$ cat src/hdl/iso14443a_rx_defines.svh
`ifndef ISO14443A_RX_DEFINES_SVH
`define ISO14443A_RX_DEFINES_SVH

// ---------------------------------------------------------------------------
// sequence decoder timing, all values in carrier clock ticks
// ---------------------------------------------------------------------------

// inter-pause timer width, must hold RX_T_ERR_IDLE
`define RX_CNT_W 9

// pauses closer than this after a Y are rejected
`define RX_T_MIN_Y 8
// half a bit time, splits X from Z and marks too-close pauses
`define RX_T_HALF 64
// no pause this long after X or Y means a Y
`define RX_T_X_TIMEOUT 132
// same for a previous Z, which started half a bit earlier
`define RX_T_Z_TIMEOUT 196
// three bit times of silence needed to leave the error state
`define RX_T_ERR_IDLE 384

// flops between the raw pause_n pin and the edge detector
`define RX_SYNC_STAGES 2

// ---------------------------------------------------------------------------
// frame format
// ---------------------------------------------------------------------------

// 8 data bits plus odd parity
`define RX_BITS_PER_BYTE 9
// short frame such as REQA / WUPA
`define RX_SHORT_BITS 7
// one elementary time unit (bit period)
`define RX_BIT_TICKS 128

`endif

$ cat src/hdl/iso14443a_seq_pkg.sv
// reader to card modified Miller coding, one symbol per bit time

package iso14443a_seq_pkg;

    // ---------------------------------------------------------------------------
    // sequence codes
    // ---------------------------------------------------------------------------

    // X: pause starts half way into the bit time
    // Y: no pause for the whole bit time
    // Z: pause at the start of the bit time
    // SEQ_ERROR: pause timing fits none of the above
    //
    // logic 1 is always X
    // logic 0 is Y, except after another 0 or right after SOC where it is Z
    // SOC is a Z from idle
    // EOC is a logic 0 followed by a Y
    typedef enum logic [1:0] {
        SEQ_X     = 2'd0,
        SEQ_Y     = 2'd1,
        SEQ_Z     = 2'd2,
        SEQ_ERROR = 2'd3
    } pcd_seq_t;

endpackage

$ cat src/hdl/iso14443a_frame_pkg.sv
// frame level results of the receive path

package iso14443a_frame_pkg;

    // ---------------------------------------------------------------------------
    // end of frame status, valid in the rx_done cycle
    // ---------------------------------------------------------------------------

    // checked in this order at EOC:
    //   exactly 7 bits and no byte done   -> RX_SHORT
    //   whole bytes, every parity good     -> RX_OK
    //   whole bytes, some parity bad       -> RX_PARITY_ERR
    //   anything else                      -> RX_FORMAT_ERR
    // a Miller coding violation always ends in RX_FORMAT_ERR
    typedef enum logic [1:0] {
        // whole bytes received, all parities good
        RX_OK         = 2'd0,
        // 7 bit short frame, data on rx_short_data
        RX_SHORT      = 2'd1,
        // length good but at least one byte had bad parity
        RX_PARITY_ERR = 2'd2,
        // coding error, or length neither 7 nor a multiple of 9
        RX_FORMAT_ERR = 2'd3
    } rx_status_t;

endpackage

$ cat src/hdl/rx_bit_if.sv
// decoded bit stream between the frame decoder and the byte assembler
// all strobes last one cycle, at most one is high in any cycle
// no back-pressure, the receiver must take every strobe

interface rx_bit_if;

    // start of communication
    logic soc;
    // one data bit, value on bit_value
    logic bit_valid;
    logic bit_value;
    // end of communication, frame closed cleanly
    logic eoc;
    // coding violation, frame aborted
    logic seq_err;

    // producer side
    modport src (
        output soc,
        output bit_valid,
        output bit_value,
        output eoc,
        output seq_err
    );

    // consumer side
    modport dst (
        input soc,
        input bit_valid,
        input bit_value,
        input eoc,
        input seq_err
    );

endinterface

$ cat src/hdl/sequence_decode.sv
`include "iso14443a_rx_defines.svh"

module sequence_decode
    import iso14443a_seq_pkg::*;
(
    input  logic     clk,
    input  logic     rst_n,
    // raw pause signal from the demodulator, low during a pause
    input  logic     pause_n,
    output pcd_seq_t seq,
    output logic     seq_valid,
    output logic     idle
);

    // ---------------------------------------------------------------------------
    // synchroniser and end of pause detector
    // ---------------------------------------------------------------------------

    logic [`RX_SYNC_STAGES-1:0] sync_q;
    logic                       pause_n_sync;
    logic                       pause_n_last;
    logic                       pause_end;

    always_ff @(posedge clk or negedge rst_n) begin
        if (!rst_n) begin
            // line idles high, no pause
            sync_q       <= '1;
            pause_n_last <= 1'b1;
        end else begin
            sync_q       <= {sync_q[`RX_SYNC_STAGES-2:0], pause_n};
            pause_n_last <= pause_n_sync;
        end
    end

    assign pause_n_sync = sync_q[`RX_SYNC_STAGES-1];
    // only the rising edge carries timing, the pause length varies
    assign pause_end    = pause_n_sync & ~pause_n_last;

    // ---------------------------------------------------------------------------
    // classification
    // ---------------------------------------------------------------------------

    // ticks since the last pause end or the last emitted Y
    logic [`RX_CNT_W-1:0] counter;
    pcd_seq_t             next_seq;
    logic                 timeout;

    // sequence implied by a pause end now, given the previous sequence
    // windows are widened and merged so few comparators are needed
    always_comb begin
        next_seq = SEQ_ERROR;
        case (seq)
            SEQ_X: begin
                // Z after X is not a legal pair, too close is an error
                if (counter >= `RX_CNT_W'(`RX_T_HALF))
                    next_seq = SEQ_X;
            end
            SEQ_Z: begin
                if (counter >= `RX_CNT_W'(`RX_T_X_TIMEOUT))
                    next_seq = SEQ_X;
                else if (counter >= `RX_CNT_W'(`RX_T_HALF))
                    next_seq = SEQ_Z;
            end
            SEQ_Y: begin
                if (counter >= `RX_CNT_W'(`RX_T_HALF))
                    next_seq = SEQ_X;
                else if (counter >= `RX_CNT_W'(`RX_T_MIN_Y))
                    next_seq = SEQ_Z;
            end
            // once in error, stay there until the line goes quiet
            default: next_seq = SEQ_ERROR;
        endcase
    end

    // no pause in the window means the bit was a Y
    always_comb begin
        case (seq)
            // X and Y both restart the timer one bit time before the next X
            SEQ_X, SEQ_Y: timeout = (counter == `RX_CNT_W'(`RX_T_X_TIMEOUT));
            SEQ_Z:        timeout = (counter == `RX_CNT_W'(`RX_T_Z_TIMEOUT));
            default:      timeout = 1'b0;
        endcase
    end

    always_ff @(posedge clk or negedge rst_n) begin
        if (!rst_n) begin
            seq       <= SEQ_Y;
            seq_valid <= 1'b0;
            idle      <= 1'b1;
            counter   <= '0;
        end else begin
            seq_valid <= 1'b0;
            if (idle) begin
                // first pause after idle is always SOC, a Z
                if (pause_end) begin
                    seq       <= SEQ_Z;
                    seq_valid <= 1'b1;
                    idle      <= 1'b0;
                    counter   <= `RX_CNT_W'(1);
                end
            end else if (pause_end) begin
                seq       <= next_seq;
                // an error is held as a level but never strobed
                seq_valid <= (next_seq != SEQ_ERROR);
                counter   <= `RX_CNT_W'(1);
            end else if (timeout) begin
                seq       <= SEQ_Y;
                seq_valid <= 1'b1;
                counter   <= `RX_CNT_W'(1);
                // Y Y means the reader has stopped talking
                idle      <= (seq == SEQ_Y);
            end else if (seq == SEQ_ERROR &&
                         counter == `RX_CNT_W'(`RX_T_ERR_IDLE)) begin
                // quiet long enough after an error
                idle <= 1'b1;
            end else begin
                counter <= counter + `RX_CNT_W'(1);
            end
        end
    end

    // ---------------------------------------------------------------------------
    // checks
    // ---------------------------------------------------------------------------

    // a strobe only ever comes with leaving idle or entering it
    a_no_seq_in_idle: assert property (@(posedge clk) disable iff (!rst_n)
        seq_valid |-> !(idle && $past(idle)));

    // the error wait is the longest interval, the timer stops there
    a_counter_range: assert property (@(posedge clk) disable iff (!rst_n)
        counter <= `RX_CNT_W'(`RX_T_ERR_IDLE));

endmodule

$ cat src/hdl/frame_decode.sv
module frame_decode
    import iso14443a_seq_pkg::*;
(
    input  logic     clk,
    input  logic     rst_n,
    input  pcd_seq_t seq,
    input  logic     seq_valid,
    input  logic     idle,
    rx_bit_if.src    bits
);

    // ST_IDLE  waiting for SOC
    // ST_FRAME inside a frame, turning sequences into bits
    // ST_WAIT  frame closed, ignore traffic until the decoder idles
    typedef enum logic [1:0] {
        ST_IDLE,
        ST_FRAME,
        ST_WAIT
    } fd_state_t;

    fd_state_t state;

    // every bit is held back one sequence
    // a held 0 followed by Y is EOC rather than data
    logic have_bit;
    logic held_val;
    logic frame_end;
    logic seq_illegal;

    // ---------------------------------------------------------------------------
    // sequence rules
    // ---------------------------------------------------------------------------

    // held_val is 1 exactly when the previous sequence was X
    assign frame_end = (seq == SEQ_Y) && have_bit && !held_val;

    // Z straight after X cannot occur in valid Miller coding
    // Y straight after SOC has no bit to close
    assign seq_illegal = ((seq == SEQ_Z) && have_bit && held_val) ||
                         ((seq == SEQ_Y) && !have_bit);

    always_ff @(posedge clk or negedge rst_n) begin
        if (!rst_n) begin
            state          <= ST_IDLE;
            have_bit       <= 1'b0;
            bits.soc       <= 1'b0;
            bits.bit_valid <= 1'b0;
            bits.eoc       <= 1'b0;
            bits.seq_err   <= 1'b0;
        end else begin
            bits.soc       <= 1'b0;
            bits.bit_valid <= 1'b0;
            bits.eoc       <= 1'b0;
            bits.seq_err   <= 1'b0;
            case (state)
                ST_IDLE: begin
                    if (seq_valid && seq == SEQ_Z) begin
                        bits.soc <= 1'b1;
                        have_bit <= 1'b0;
                        state    <= ST_FRAME;
                    end
                end
                ST_FRAME: begin
                    if (seq_valid) begin
                        if (seq_illegal) begin
                            bits.seq_err <= 1'b1;
                            state        <= ST_WAIT;
                        end else if (frame_end) begin
                            // held 0 belongs to EOC, drop it
                            bits.eoc <= 1'b1;
                            have_bit <= 1'b0;
                            state    <= ST_WAIT;
                        end else begin
                            // release the held bit, hold the new one
                            bits.bit_valid <= have_bit;
                            have_bit       <= 1'b1;
                        end
                    end else if (seq == SEQ_ERROR || idle) begin
                        // decoder flagged an error, or went quiet mid frame
                        bits.seq_err <= 1'b1;
                        state        <= ST_WAIT;
                    end
                end
                ST_WAIT: begin
                    if (idle)
                        state <= ST_IDLE;
                end
                default: state <= ST_IDLE;
            endcase
        end
    end

    // bit values, qualified by have_bit and bit_valid
    always_ff @(posedge clk) begin
        if (state == ST_FRAME && seq_valid) begin
            bits.bit_value <= held_val;
            held_val       <= (seq == SEQ_X);
        end
    end

    // the byte assembler handles one event per cycle
    a_one_strobe: assert property (@(posedge clk) disable iff (!rst_n)
        $onehot0({bits.soc, bits.bit_valid, bits.eoc, bits.seq_err}));

endmodule

$ cat src/hdl/byte_assembler.sv
`include "iso14443a_rx_defines.svh"

module byte_assembler
    import iso14443a_frame_pkg::*;
(
    input  logic       clk,
    input  logic       rst_n,
    rx_bit_if.dst      bits,
    output logic [7:0] rx_data,
    output logic       rx_data_valid,
    output logic [6:0] rx_short_data,
    output logic       rx_done,
    output rx_status_t rx_status
);

    // ---------------------------------------------------------------------------
    // shift register and byte counter
    // ---------------------------------------------------------------------------

    // bits arrive LSB first, so shift in from the top
    logic [`RX_BITS_PER_BYTE-1:0] shreg;
    logic [`RX_BITS_PER_BYTE-1:0] shreg_next;
    // position within the current 9 bit group, 0..8
    logic [3:0]                   bit_cnt;
    logic                         byte_last;
    // at least one whole byte in this frame
    logic                         byte_seen;
    // sticky, any byte so far failed odd parity
    logic                         parity_bad;

    assign shreg_next = {bits.bit_value, shreg[`RX_BITS_PER_BYTE-1:1]};
    assign byte_last  = (bit_cnt == 4'(`RX_BITS_PER_BYTE - 1));

    always_ff @(posedge clk or negedge rst_n) begin
        if (!rst_n) begin
            bit_cnt       <= '0;
            byte_seen     <= 1'b0;
            parity_bad    <= 1'b0;
            rx_data_valid <= 1'b0;
            rx_done       <= 1'b0;
            rx_status     <= RX_OK;
        end else begin
            rx_data_valid <= 1'b0;
            rx_done       <= 1'b0;
            if (bits.soc) begin
                bit_cnt    <= '0;
                byte_seen  <= 1'b0;
                parity_bad <= 1'b0;
            end else if (bits.bit_valid) begin
                if (byte_last) begin
                    // data plus parity must hold an odd number of ones
                    bit_cnt       <= '0;
                    byte_seen     <= 1'b1;
                    rx_data_valid <= 1'b1;
                    if (!(^shreg_next))
                        parity_bad <= 1'b1;
                end else begin
                    bit_cnt <= bit_cnt + 4'd1;
                end
            end else if (bits.eoc) begin
                rx_done <= 1'b1;
                if (bit_cnt == 4'(`RX_SHORT_BITS) && !byte_seen)
                    rx_status <= RX_SHORT;
                else if (bit_cnt == '0)
                    rx_status <= parity_bad ? RX_PARITY_ERR : RX_OK;
                else
                    rx_status <= RX_FORMAT_ERR;
            end else if (bits.seq_err) begin
                rx_done   <= 1'b1;
                rx_status <= RX_FORMAT_ERR;
            end
        end
    end

    // ---------------------------------------------------------------------------
    // data path
    // ---------------------------------------------------------------------------

    always_ff @(posedge clk) begin
        if (bits.bit_valid) begin
            shreg <= shreg_next;
            if (byte_last)
                rx_data <= shreg_next[`RX_BITS_PER_BYTE-2:0];
        end
        // a 7 bit frame sits in the top of the shift register
        if (bits.eoc)
            rx_short_data <= shreg[`RX_BITS_PER_BYTE-1 -: `RX_SHORT_BITS];
    end

    // the counter wraps after the parity bit
    a_bit_cnt_range: assert property (@(posedge clk) disable iff (!rst_n)
        bit_cnt < 4'(`RX_BITS_PER_BYTE));

endmodule

$ cat src/hdl/iso14443a_rx.sv
module iso14443a_rx
    import iso14443a_seq_pkg::*;
    import iso14443a_frame_pkg::*;
(
    input  logic       clk,
    input  logic       rst_n,
    // asynchronous, low while the reader pauses the carrier
    input  logic       pause_n,
    output logic [7:0] rx_data,
    output logic       rx_data_valid,
    output logic [6:0] rx_short_data,
    output logic       rx_done,
    output rx_status_t rx_status
);

    // sequence link
    pcd_seq_t seq;
    logic     seq_valid;
    logic     idle;

    // bit link
    rx_bit_if bits_if ();

    // pause timing to Miller sequences
    sequence_decode sequence_decode_inst (
        .clk       (clk),
        .rst_n     (rst_n),
        .pause_n   (pause_n),
        .seq       (seq),
        .seq_valid (seq_valid),
        .idle      (idle)
    );

    // sequences to SOC, bits and EOC
    frame_decode frame_decode_inst (
        .clk       (clk),
        .rst_n     (rst_n),
        .seq       (seq),
        .seq_valid (seq_valid),
        .idle      (idle),
        .bits      (bits_if.src)
    );

    // bits to bytes and frame status
    byte_assembler byte_assembler_inst (
        .clk           (clk),
        .rst_n         (rst_n),
        .bits          (bits_if.dst),
        .rx_data       (rx_data),
        .rx_data_valid (rx_data_valid),
        .rx_short_data (rx_short_data),
        .rx_done       (rx_done),
        .rx_status     (rx_status)
    );

endmodule

$ cat config.mk
export PLATFORM = sky130hd
export DESIGN_NAME = iso14443a_rx
export DESIGN_NICKNAME = d
export VERILOG_FILES = /design/src/hdl/iso14443a_seq_pkg.sv /design/src/hdl/iso14443a_frame_pkg.sv /design/src/hdl/rx_bit_if.sv /design/src/hdl/sequence_decode.sv /design/src/hdl/frame_decode.sv /design/src/hdl/byte_assembler.sv /design/src/hdl/iso14443a_rx.sv
export VERILOG_INCLUDE_DIRS = /design/src /design/src/hdl
export SDC_FILE = /design/constraint.sdc
export NUM_CORES = 1
export LEC_CHECK = 0
export BUFFER_PORTS_ARGS = -buffer_cell sky130_fd_sc_hd__buf_2
export CORE_ASPECT_RATIO = 1.2
export CORE_MARGIN = 1.5
export CORE_UTILIZATION = 50
export DETAILED_ROUTE_END_ITERATION = 10
export PLACE_DENSITY = 0.73
export SYNTH_ARGS = -nofsm -noshare
export SYNTH_HDL_FRONTEND = slang
export SYNTH_SLANG_ARGS = --single-unit
export TNS_END_PERCENT = 5
$ cat constraint.sdc
create_clock -name clk -period 2.4 [get_ports clk]
set_input_delay 0.36 -clock clk [delete_from_list [all_inputs] [get_ports clk]]
set_output_delay 0.36 -clock clk [all_outputs]
set_load 0.01 [all_outputs]
Word level (Yosys, flattened, before mapping) --
Index checks and enable logic that the tools add are counted.
Word-level totals: register bits after elaboration 59, input bits 3, output and inout bits 19, logic and storage cells 157
Cells by class: $add $sub $neg 2, order comparisons 3, equality and inequality tests 20, mux-type cells 73, bitwise logic cells 4, reduce and logical (&&, ||, !) cells 32
Operators by type and width (count):
- $mux 9 | 5
- $mux 1 | 43
- $mux 2 | 18
- $eq 9x8->1 const B | 2
- $mux 4 | 3
- $ne 2x2->1 const B | 6
- $pmux 2 s3 | 2
- $reduce_bool 2->1 | 5
- $add 9x1->9 const B | 1
- $eq 9x9->1 const B | 1
- $ge 9x4->1 const B | 1
- $ge 9x7->1 const B | 1
- $ge 9x8->1 const B | 1
- $logic_and 1x1->1 | 9
- $reduce_xor 9->1 | 1
- $reduce_and 2->1 | 4
- $reduce_and 4->1 | 2
- $eq 2x2->1 const B | 3
- $reduce_and 3->1 | 2
- $add 4x1->4 const B | 1
- $eq 2x1->1 const B | 2
- $eq 4x3->1 const B | 1
- $eq 4x4->1 const B | 1
- $logic_not 2->1 | 2
- other kinds (11) | 17

Depth between registers and ports, before layout --
Gate-level depths: netlist of the first run.
depth in word-level cells 7, depth in mapped cells 7, mapped depth without buffers 7

Cells and area by module --
A second synthesis of the first run with hierarchy kept.
Second synthesis, totals: cell total of the unflattened synthesis 197, area, all modules 2555.0 um2
By module, submodules not included:
- byte_assembler | instances 1, cells an instance 76, area each 1247.4 um2, sequential area each 940.9 um2
- sequence_decode | instances 1, cells an instance 87, area each 904.6 um2, sequential area each 406.6 um2
- frame_decode | instances 1, cells an instance 34, area each 402.9 um2, sequential area each 235.2 um2

Least setup slack after synthesis of the first run --
OpenSTA, ideal clock, no wires.
path kind register to register, from reg sequence_decode_inst.counter[1], to reg sequence_decode_inst.counter[7], library setup time 0.130 ns, data arrival time 1.605 ns, data required time 2.270 ns, path slack 0.664 ns, stages on the path, launching flop included 6, buffers on the path 0, period minus slack after synthesis 1.736 ns, cell sequence dfrtp_1 -> or4b_4 -> mux2i_4 -> nand4b_4 -> a311oi_1 -> nor2_1
On the way: word-level cells in the longest chain between the ends 5, elaborated cells on any way between the ends 12, those cells by class add/sub (1); eq/ne (4); mux (5); reduce/logical (2)
Ends and longest elaborated chain:
- start, declared | RTL line sequence_decode.sv:44 | logic [`RX_CNT_W-1:0] counter;
- start signal, assigned | RTL line sequence_decode.sv:99 | counter <= `RX_CNT_W'(1);
- start signal, assigned | RTL line sequence_decode.sv:105 | counter <= `RX_CNT_W'(1);
- start signal, assigned | RTL line sequence_decode.sv:109 | counter <= `RX_CNT_W'(1);
- $add 9x1->9 (tied with other cells) | RTL line sequence_decode.sv:117 | counter <= counter + `RX_CNT_W'(1);
- $mux 9 or $pmux 1 s2 (tied branches) | RTL line sequence_decode.sv:112, sequence_decode.sv:77
- $mux 9 | RTL line sequence_decode.sv:106 | end else if (timeout) begin
- $mux 9 | RTL line sequence_decode.sv:101 | end else if (pause_end) begin
- $mux 9 | RTL line sequence_decode.sv:93 | if (idle) begin
Parallel ways exist; a longest one is shown, timed or not. The select of a mux whose other input is x is not followed. A chain may end at the register's enable or synchronous reset.

Worst setup path in the final report of the first run --
from reg sequence_decode_inst.seq[1], to reg sequence_decode_inst.counter[7]
On the way: word-level cells in the longest chain between the ends 6, elaborated cells on any way between the ends 12, those cells by class eq/ne (4); mux (4); reduce/logical (4)
Ends and longest elaborated chain:
- start, declared | RTL line sequence_decode.sv:10 | output pcd_seq_t seq,
- start signal, assigned | RTL line sequence_decode.sv:102 | seq <= next_seq;
- $eq 2x1->1 or $logic_not 2->1 (tied branches) | RTL line sequence_decode.sv:77 | case (seq)
- $reduce_or 2->1 | RTL line sequence_decode.sv:77
- $pmux 1 s2 | RTL line sequence_decode.sv:77
- $mux 9 | RTL line sequence_decode.sv:106
- $mux 9 | RTL line sequence_decode.sv:101
- $mux 9 | RTL line sequence_decode.sv:93
Parallel ways exist; a longest one is shown, timed or not.

==> results.yml, run 1 <==
clock_network:
  clockBufferDepth: 2
  cts_setup_buffers: 0
  htreeDepth: 3
  cts_made_buffers: 9
  clk_latency_ps: 330
  cts_resized: 0
  cts_hold_buffers: 0
  cts_tree: "done"
  cts.sinks: 58
  clkTransAtPathRegs_ps: 70
  root_buffer: "clkbuf_8"
timing:
  finalHoldViolations: 0
  fmax_mhz: 525
  skew_ps: 9.73
  finalCritPeriodShare: 0.794
  setup_ws_ps: 495
  setup_viol: 0
  period_minus_slack_ps: 1900
  max_slew_margin: 0.535
  rsz0062_at_grt: "false"
  worst_pin_slew_ps: 698
  slew_violations: 0
  hold_slack_ps: 68.1
  fin_setup_tns_ps: 0
routing:
  routedWlPerCell_um: 14.3
  ant_nets: 0
  wirelength_um: 4260
  drt_iter0_markers: 122
  drc_errors: 0
  dr.pass1.iters: 4
  dr_total_vias: 1632
  routed_via_density: 5.48
global_routing:
  grt.total_usage: 0.188
  grt_first_pass_wirelength_um: 7310
  grt_max_degree: 34
  gr-total-overflow: 0
  grt_pass1_vias: 1619
  grt_antenna_before_repair: 0
cells_and_area:
  drive_above_1_share: 0.197
  utilization: 0.587
  nets: 240
  area_growth_pct: 14.0
  fillers: 398
  diodes: 0
worst_setup_path:
  required_ps: 2620
  cp.arrival_ps: 2120
  cp-start-kind: "register"
  crit_type: "register to register"
  reg2regPathDepth: 5
  cp_max_fo: 11
  cp-end-kind: "register"
floorplan:
  dieArea_um2: 5450
  boundaryPins: 22
  fp.dieW_um: 67.7
  core_area_um2: 4870
  floorplan.rows: 28
  initial_utilization: 0.515
  die_h_um: 80.6
placed_design:
  dp_hpwl_um: 2850
  place_congestion: 0.864
  io_buffers: 21
  dpl_worst_slack_ps: 508
synthesis:
  async_flop_share: 0.569
  synth_ff_type: "dfrtp_1"
  seq_area_frac_synth: 0.631
  yosys_warnings: 0
  synth_nets: 215
  syn_inst: 208
  synth_top_area_cell: "edfxtp_1"
  synth.distinct_cells: 42
  synth_area_um2: 2510
  synth_seq_cells: 58
  synth-edff-count: 25
  synth_top_cells_by_area: "edfxtp_1, dfrtp_1, dfstp_2, nor2_1, a21oi_1"
  avgSynthCellArea_um2: 12.1
  yosysTopAreaCellShare: 0.299
flow_run:
  cap_violations: 0
min_path:
  hold_path_class: "input port to async pin"
power:
  ir_drop_mv: 0.484
  leakage_uw: 0.00121
  p_per_area_nw_per_um2: 835
status:
  outcome: "complete, no violations"
## critical path, stage by stage (launching register included)
cell and delay, ps:
dfrtp_1 490, or4b_4 530, mux2i_4 180, nand4b_4 200, a311oi_1 330, nor2_1 60
## per-layer routing
| metal | wire, µm | global-route usage | vias up |
|---|---|---|---|
| met1 | 1760 | 0.202 | 797 |
| met5 | 0 | 0 | - |
| met2 | 2180 | 0.317 | 37 |
| li1 | - | - | 786 |
| met4 | 140 | 0.112 | 0 |
| met3 | 178 | 0.0560 | 12 |
## area by class of cell
cell class / instances / area [µm²] / area share
inverter: 11 / 41.3 / 0.0144
timing repair buffer: 23 / 120 / 0.0420
multi-input combinational: 130 / 847 / 0.296
clock inverter: 6 / 56.3 / 0.0197
tap: 60 / 75.1 / 0.0262
sequential: 58 / 1580 / 0.553
clock buffer: 10 / 138 / 0.0481
## cell families (layout without fill, tap and decap cells)
kind of cell / Yosys count / after routing / synth area share
xor gates and xnor gates: 12 / 12 / 0.0474
adders and majority gates: 4 / 4 / 0.0200
DFF: 58 / 58 / 0.631
and+or+nand+nor: 76 / 76 / 0.170
muxes: 2 / 2 / 0.0130
buffers and inverters: 20 / 50 / 0.0314
AOI/OAI and AO/OA: 36 / 36 / 0.0878
## sequential cells by signal, summed over array words and instances, names as in the netlist, 2 cells and up
name and flops:
sequence_decode_inst.sync_q 2, byte_assembler_inst.bit_cnt 4, byte_assembler_inst.rx_data 8, sequence_decode_inst.seq 2
byte_assembler_inst.shreg 8, byte_assembler_inst.rx_status 2, byte_assembler_inst.rx_short_data 7, sequence_decode_inst.counter 9
frame_decode_inst.state 2
## power by group
part           leakage [µW]  total, µW  internal [µW]  switching (µW)
Clock             0.0000995        866            498             369
Combinational      0.000458        296            130             166
Sequential         0.000650       1230           1120             108
## per-stage QoR
| step | std cells | area (µm²) | total power (µW) |
|---|---|---|---|
| finish | 298 | 2860 | 2390 |
| global route | 298 | 2860 | 2500 |
| CTS | 298 | 2860 | 2410 |
| detailed placement | 282 | 2670 | 1540 |
| global placement | 282 | 2670 | 1530 |
| floorplan | 208 | 2510 | 1440 |
## cells in the final DEF (no fill, tap or decap), drive strengths merged, types with 2 or more instances in the layout
cell	Yosys	layout
mux2i	2	2
nor3	10	10
a22oi	2	2
nand3	5	5
nand2b	7	7
nor2	21	21
nand4b	2	2
dfrtp	28	28
nor4b	2	2
xor2	4	4
dfstp	5	5
edfxtp	25	25
a31oi	2	2
nand4	2	2
and2	2	2
xnor2	7	7
a21boi	2	2
a211oi	3	3
inv	11	11
and3	2	2
a21oi	13	13
o2bb2ai	2	2
buf	2	23
nor4	2	2
nand2	11	11
ha	4	4
clkbuf	7	10
nor2b	6	6
clkinv	0	4
o21ai	9	9
## worst paths after layout
path                                                 from                         endpoint  slack, ps
max                           sequence_decode_inst.seq[1]  sequence_decode_inst.counter[7]        500
min                                                 rst_n  sequence_decode_inst.counter[0]         70
min reg2reg                sequence_decode_inst.sync_q[0]   sequence_decode_inst.sync_q[1]        360
min in group clk                                  pause_n   sequence_decode_inst.sync_q[0]        130
max reg2reg                   sequence_decode_inst.seq[1]  sequence_decode_inst.counter[7]        500
max in group asynchronous                           rst_n   sequence_decode_inst.seq_valid       1870
## Yosys cell counts (3+ instances only)
| master | n |
|---|---|
| xor2_1 | 4 |
| clkbuf_1 | 7 |
| nand3_1 | 5 |
| nor3_1 | 9 |
| nor2b_1 | 6 |
| inv_1 | 11 |
| dfrtp_1 | 28 |
| o21ai_0 | 7 |
| dfstp_2 | 5 |
| nor2_1 | 21 |
| xnor2_1 | 7 |
| ha_1 | 4 |
| nand2b_1 | 7 |
| a211oi_1 | 3 |
| a21oi_1 | 13 |
| edfxtp_1 | 25 |
| nand2_1 | 11 |
(Power assumes the default switching activity.)
==> inputs of run 2 (changes only) <==
--- a/config.mk
+++ b/config.mk
@@ -11,7 +11,7 @@
 export CORE_MARGIN = 1.5
 export CORE_UTILIZATION = 50
 export DETAILED_ROUTE_END_ITERATION = 10
-export PLACE_DENSITY = 0.73
+export PLACE_DENSITY = 0.75
 export SYNTH_ARGS = -nofsm -noshare
 export SYNTH_HDL_FRONTEND = slang
 export SYNTH_SLANG_ARGS = --single-unit
==> constraint.sdc (replaced) <==
create_clock -name clk -period 1.6 [get_ports clk]
set_input_delay 0.24 -clock clk [delete_from_list [all_inputs] [get_ports clk]]
set_output_delay 0.24 -clock clk [all_outputs]
set_load 0.01 [all_outputs]
==> run 2 against run 1 <==
  * The run now ends with setup timing left
  * Flip-flop and latch count did not move
  * Sequential share of layout area fell by 4.0 points
  * Count of clock-buffer cells in the layout did not move
  * Worst setup slack got worse by 630 ps
  * Critical path type unchanged
  * Largest cell class unchanged
==> results.yml, run 2 (synthesized netlist as in run 1, its figures left out) <==
floorplan:
  dieArea_um2: 5450
  core_area_um2: 4870
  fp.dieW_um: 67.7
  boundaryPins: 22
  die_h_um: 80.6
  floorplan.rows: 28
  initial_utilization: 0.515
timing:
  slew_violations: 0
  period_minus_slack_ps: 1740
  setup_viol: 10
  skew_ps: 6.19
  setup_ws_ps: -138
  rsz0062_at_grt: "true"
  max_slew_margin: 0.666
  finalCritPeriodShare: 1.09
  finalHoldViolations: 0
  worst_pin_slew_ps: 494
  fmax_mhz: 575
worst_setup_path:
  required_ps: 1860
  cp-end-kind: "register"
  cp_max_fo: 5
  cp-start-kind: "register"
  crit_type: "register to register"
  cp.arrival_ps: 2000
cells_and_area:
  final_common_cell: "dfrtp_1"
  diodes: 0
  largestRegisters: "sequence_decode_inst.counter (9), byte_assembler_inst.rx_data (8), byte_assembler_inst.shreg (8)"
  regMostFlops: "sequence_decode_inst.counter"
  drive_above_1_share: 0.272
  area_growth_pct: 22.8
  largest_reg_flops: 9
  final_area_um2: 3080
  nets: 256
  final_cell_mix: "dfrtp_1, edfxtp_1, nor2_1, buf_2, buf_4"
clock_network:
  root_buffer: "clkbuf_8"
  clkTransAtPathRegs_ps: 60
  cts.sinks: 58
  clk_latency_ps: 340
  clockBufferDepth: 2
  cts_made_buffers: 9
  htreeDepth: 3
  cts_tree: "done"
min_path:
  hold_path_class: "register to register"
status:
  outcome: "complete, but fails checks"
  failed_checks: "setup timing"
power:
  swShare: 0.257
  leakage_uw: 0.00134
  switching_power_uw: 1020
  intPower_uw: 2950
  combinationalPowerShare: 0.139
  ir_drop_mv: 0.695
  pwr-share-seq: 0.460
  p_per_area_nw_per_um2: 1290
  power_uw: 3970
  clock_power_share: 0.401
placed_design:
  dpl_cell_area_um2: 2780
  io_buffers: 21
  place_congestion: 0.848
  dp_hpwl_um: 3190
routing:
  dr.pass1.iters: 4
  routedWlPerCell_um: 15.0
  ant_nets: 0
  drt_iter0_markers: 129
  routed_via_density: 5.56
  wirelength_um: 4710
  dr_total_vias: 1747
  drc_errors: 0
flow_run:
  cap_violations: 0
global_routing:
  grt_antenna_before_repair: 0
  grt_max_degree: 34
  grt_first_pass_wirelength_um: 7750
  grt.total_usage: 0.197
  grt_pass1_vias: 1736
  gr-total-overflow: 0
==> run 2: worst max-delay path, stage by stage (launching register included) <==
cell and delay [ps]:
dfrtp_1 400, or4b_4 540, mux2i_4 210, nand4b_4 170, nand2b_1 200, a21oi_1 140
==> run 2: final cells by class <==
class / count / area (µm²)
fillers: 388 / 1790
well taps: 60 / 75.1
inverters: 11 / 41.3
clock inverters: 6 / 105
multi-input cells: 131 / 900
repair buffers: 38 / 250
flip-flops and latches: 58 / 1580
clock buffers: 10 / 128
==> run 2: power groups by stage <==
stage | Sequential (µW) | Clock, µW | Combinational, µW
6_report | 1830 | 1590 | 551
5_1_grt | 1840 | 1660 | 610
4_1_cts | 1830 | 1610 | 540
3_5_place_dp | 1850 | 0 | 519
3_3_place_gp | 1840 | 0 | 504
2_1_floorplan | 1820 | 0 | 338
==> run 2: routing by layer <==
metal	wire, µm	GRT usage	up-vias
met2	2580	0.344	35
met5	0	0	-
li1	-	-	820
met3	157	0.0420	13
met1	1850	0.214	879
met4	127	0.112	0
==> run 2: final timing paths <==
check                      cells after the start  slack (ps)                             end                             from
max                                            5        -140     sequence_decode_inst.seq[1]  sequence_decode_inst.counter[0]
min                                            0         360  sequence_decode_inst.sync_q[1]   sequence_decode_inst.sync_q[0]
max reg2reg                                    5        -140     sequence_decode_inst.seq[1]  sequence_decode_inst.counter[0]
min reg2reg                                    0         360  sequence_decode_inst.sync_q[1]   sequence_decode_inst.sync_q[0]
max in group asynchronous                      3         810     sequence_decode_inst.seq[0]                            rst_n
min in group asynchronous                      3         460  byte_assembler_inst.bit_cnt[2]                            rst_n
==> run 2: stage by stage <==
| step | hold WS [ps] | setup TNS [ps] | utilization | setup WS [ps] | instances |
|---|---|---|---|---|---|
| after floorplan | -55.6 | -875 | - | -93.4 | 208 |
| after global placement | 287 | -461 | 0.571 | -108 | 295 |
| after detailed placement | 290 | -805 | 0.571 | -155 | 295 |
| after CTS | 357 | -850 | 0.626 | -119 | 314 |
| after global routing | 360 | -1550 | 0.633 | -187 | 314 |
| final | 357 | -947 | 0.633 | -138 | 314 |
==> run 2: what timing repair did <==
item / CTS / global route
gates cloned: 1 / 0
hold buffers: 2 / 0
pin swaps: 1 / 2
endpoints found under the setup margin: 10 / 22
endpoints found under the hold margin: 29 / 0
gates resized for setup: 0 / 7
setup buffers: 0 / 0
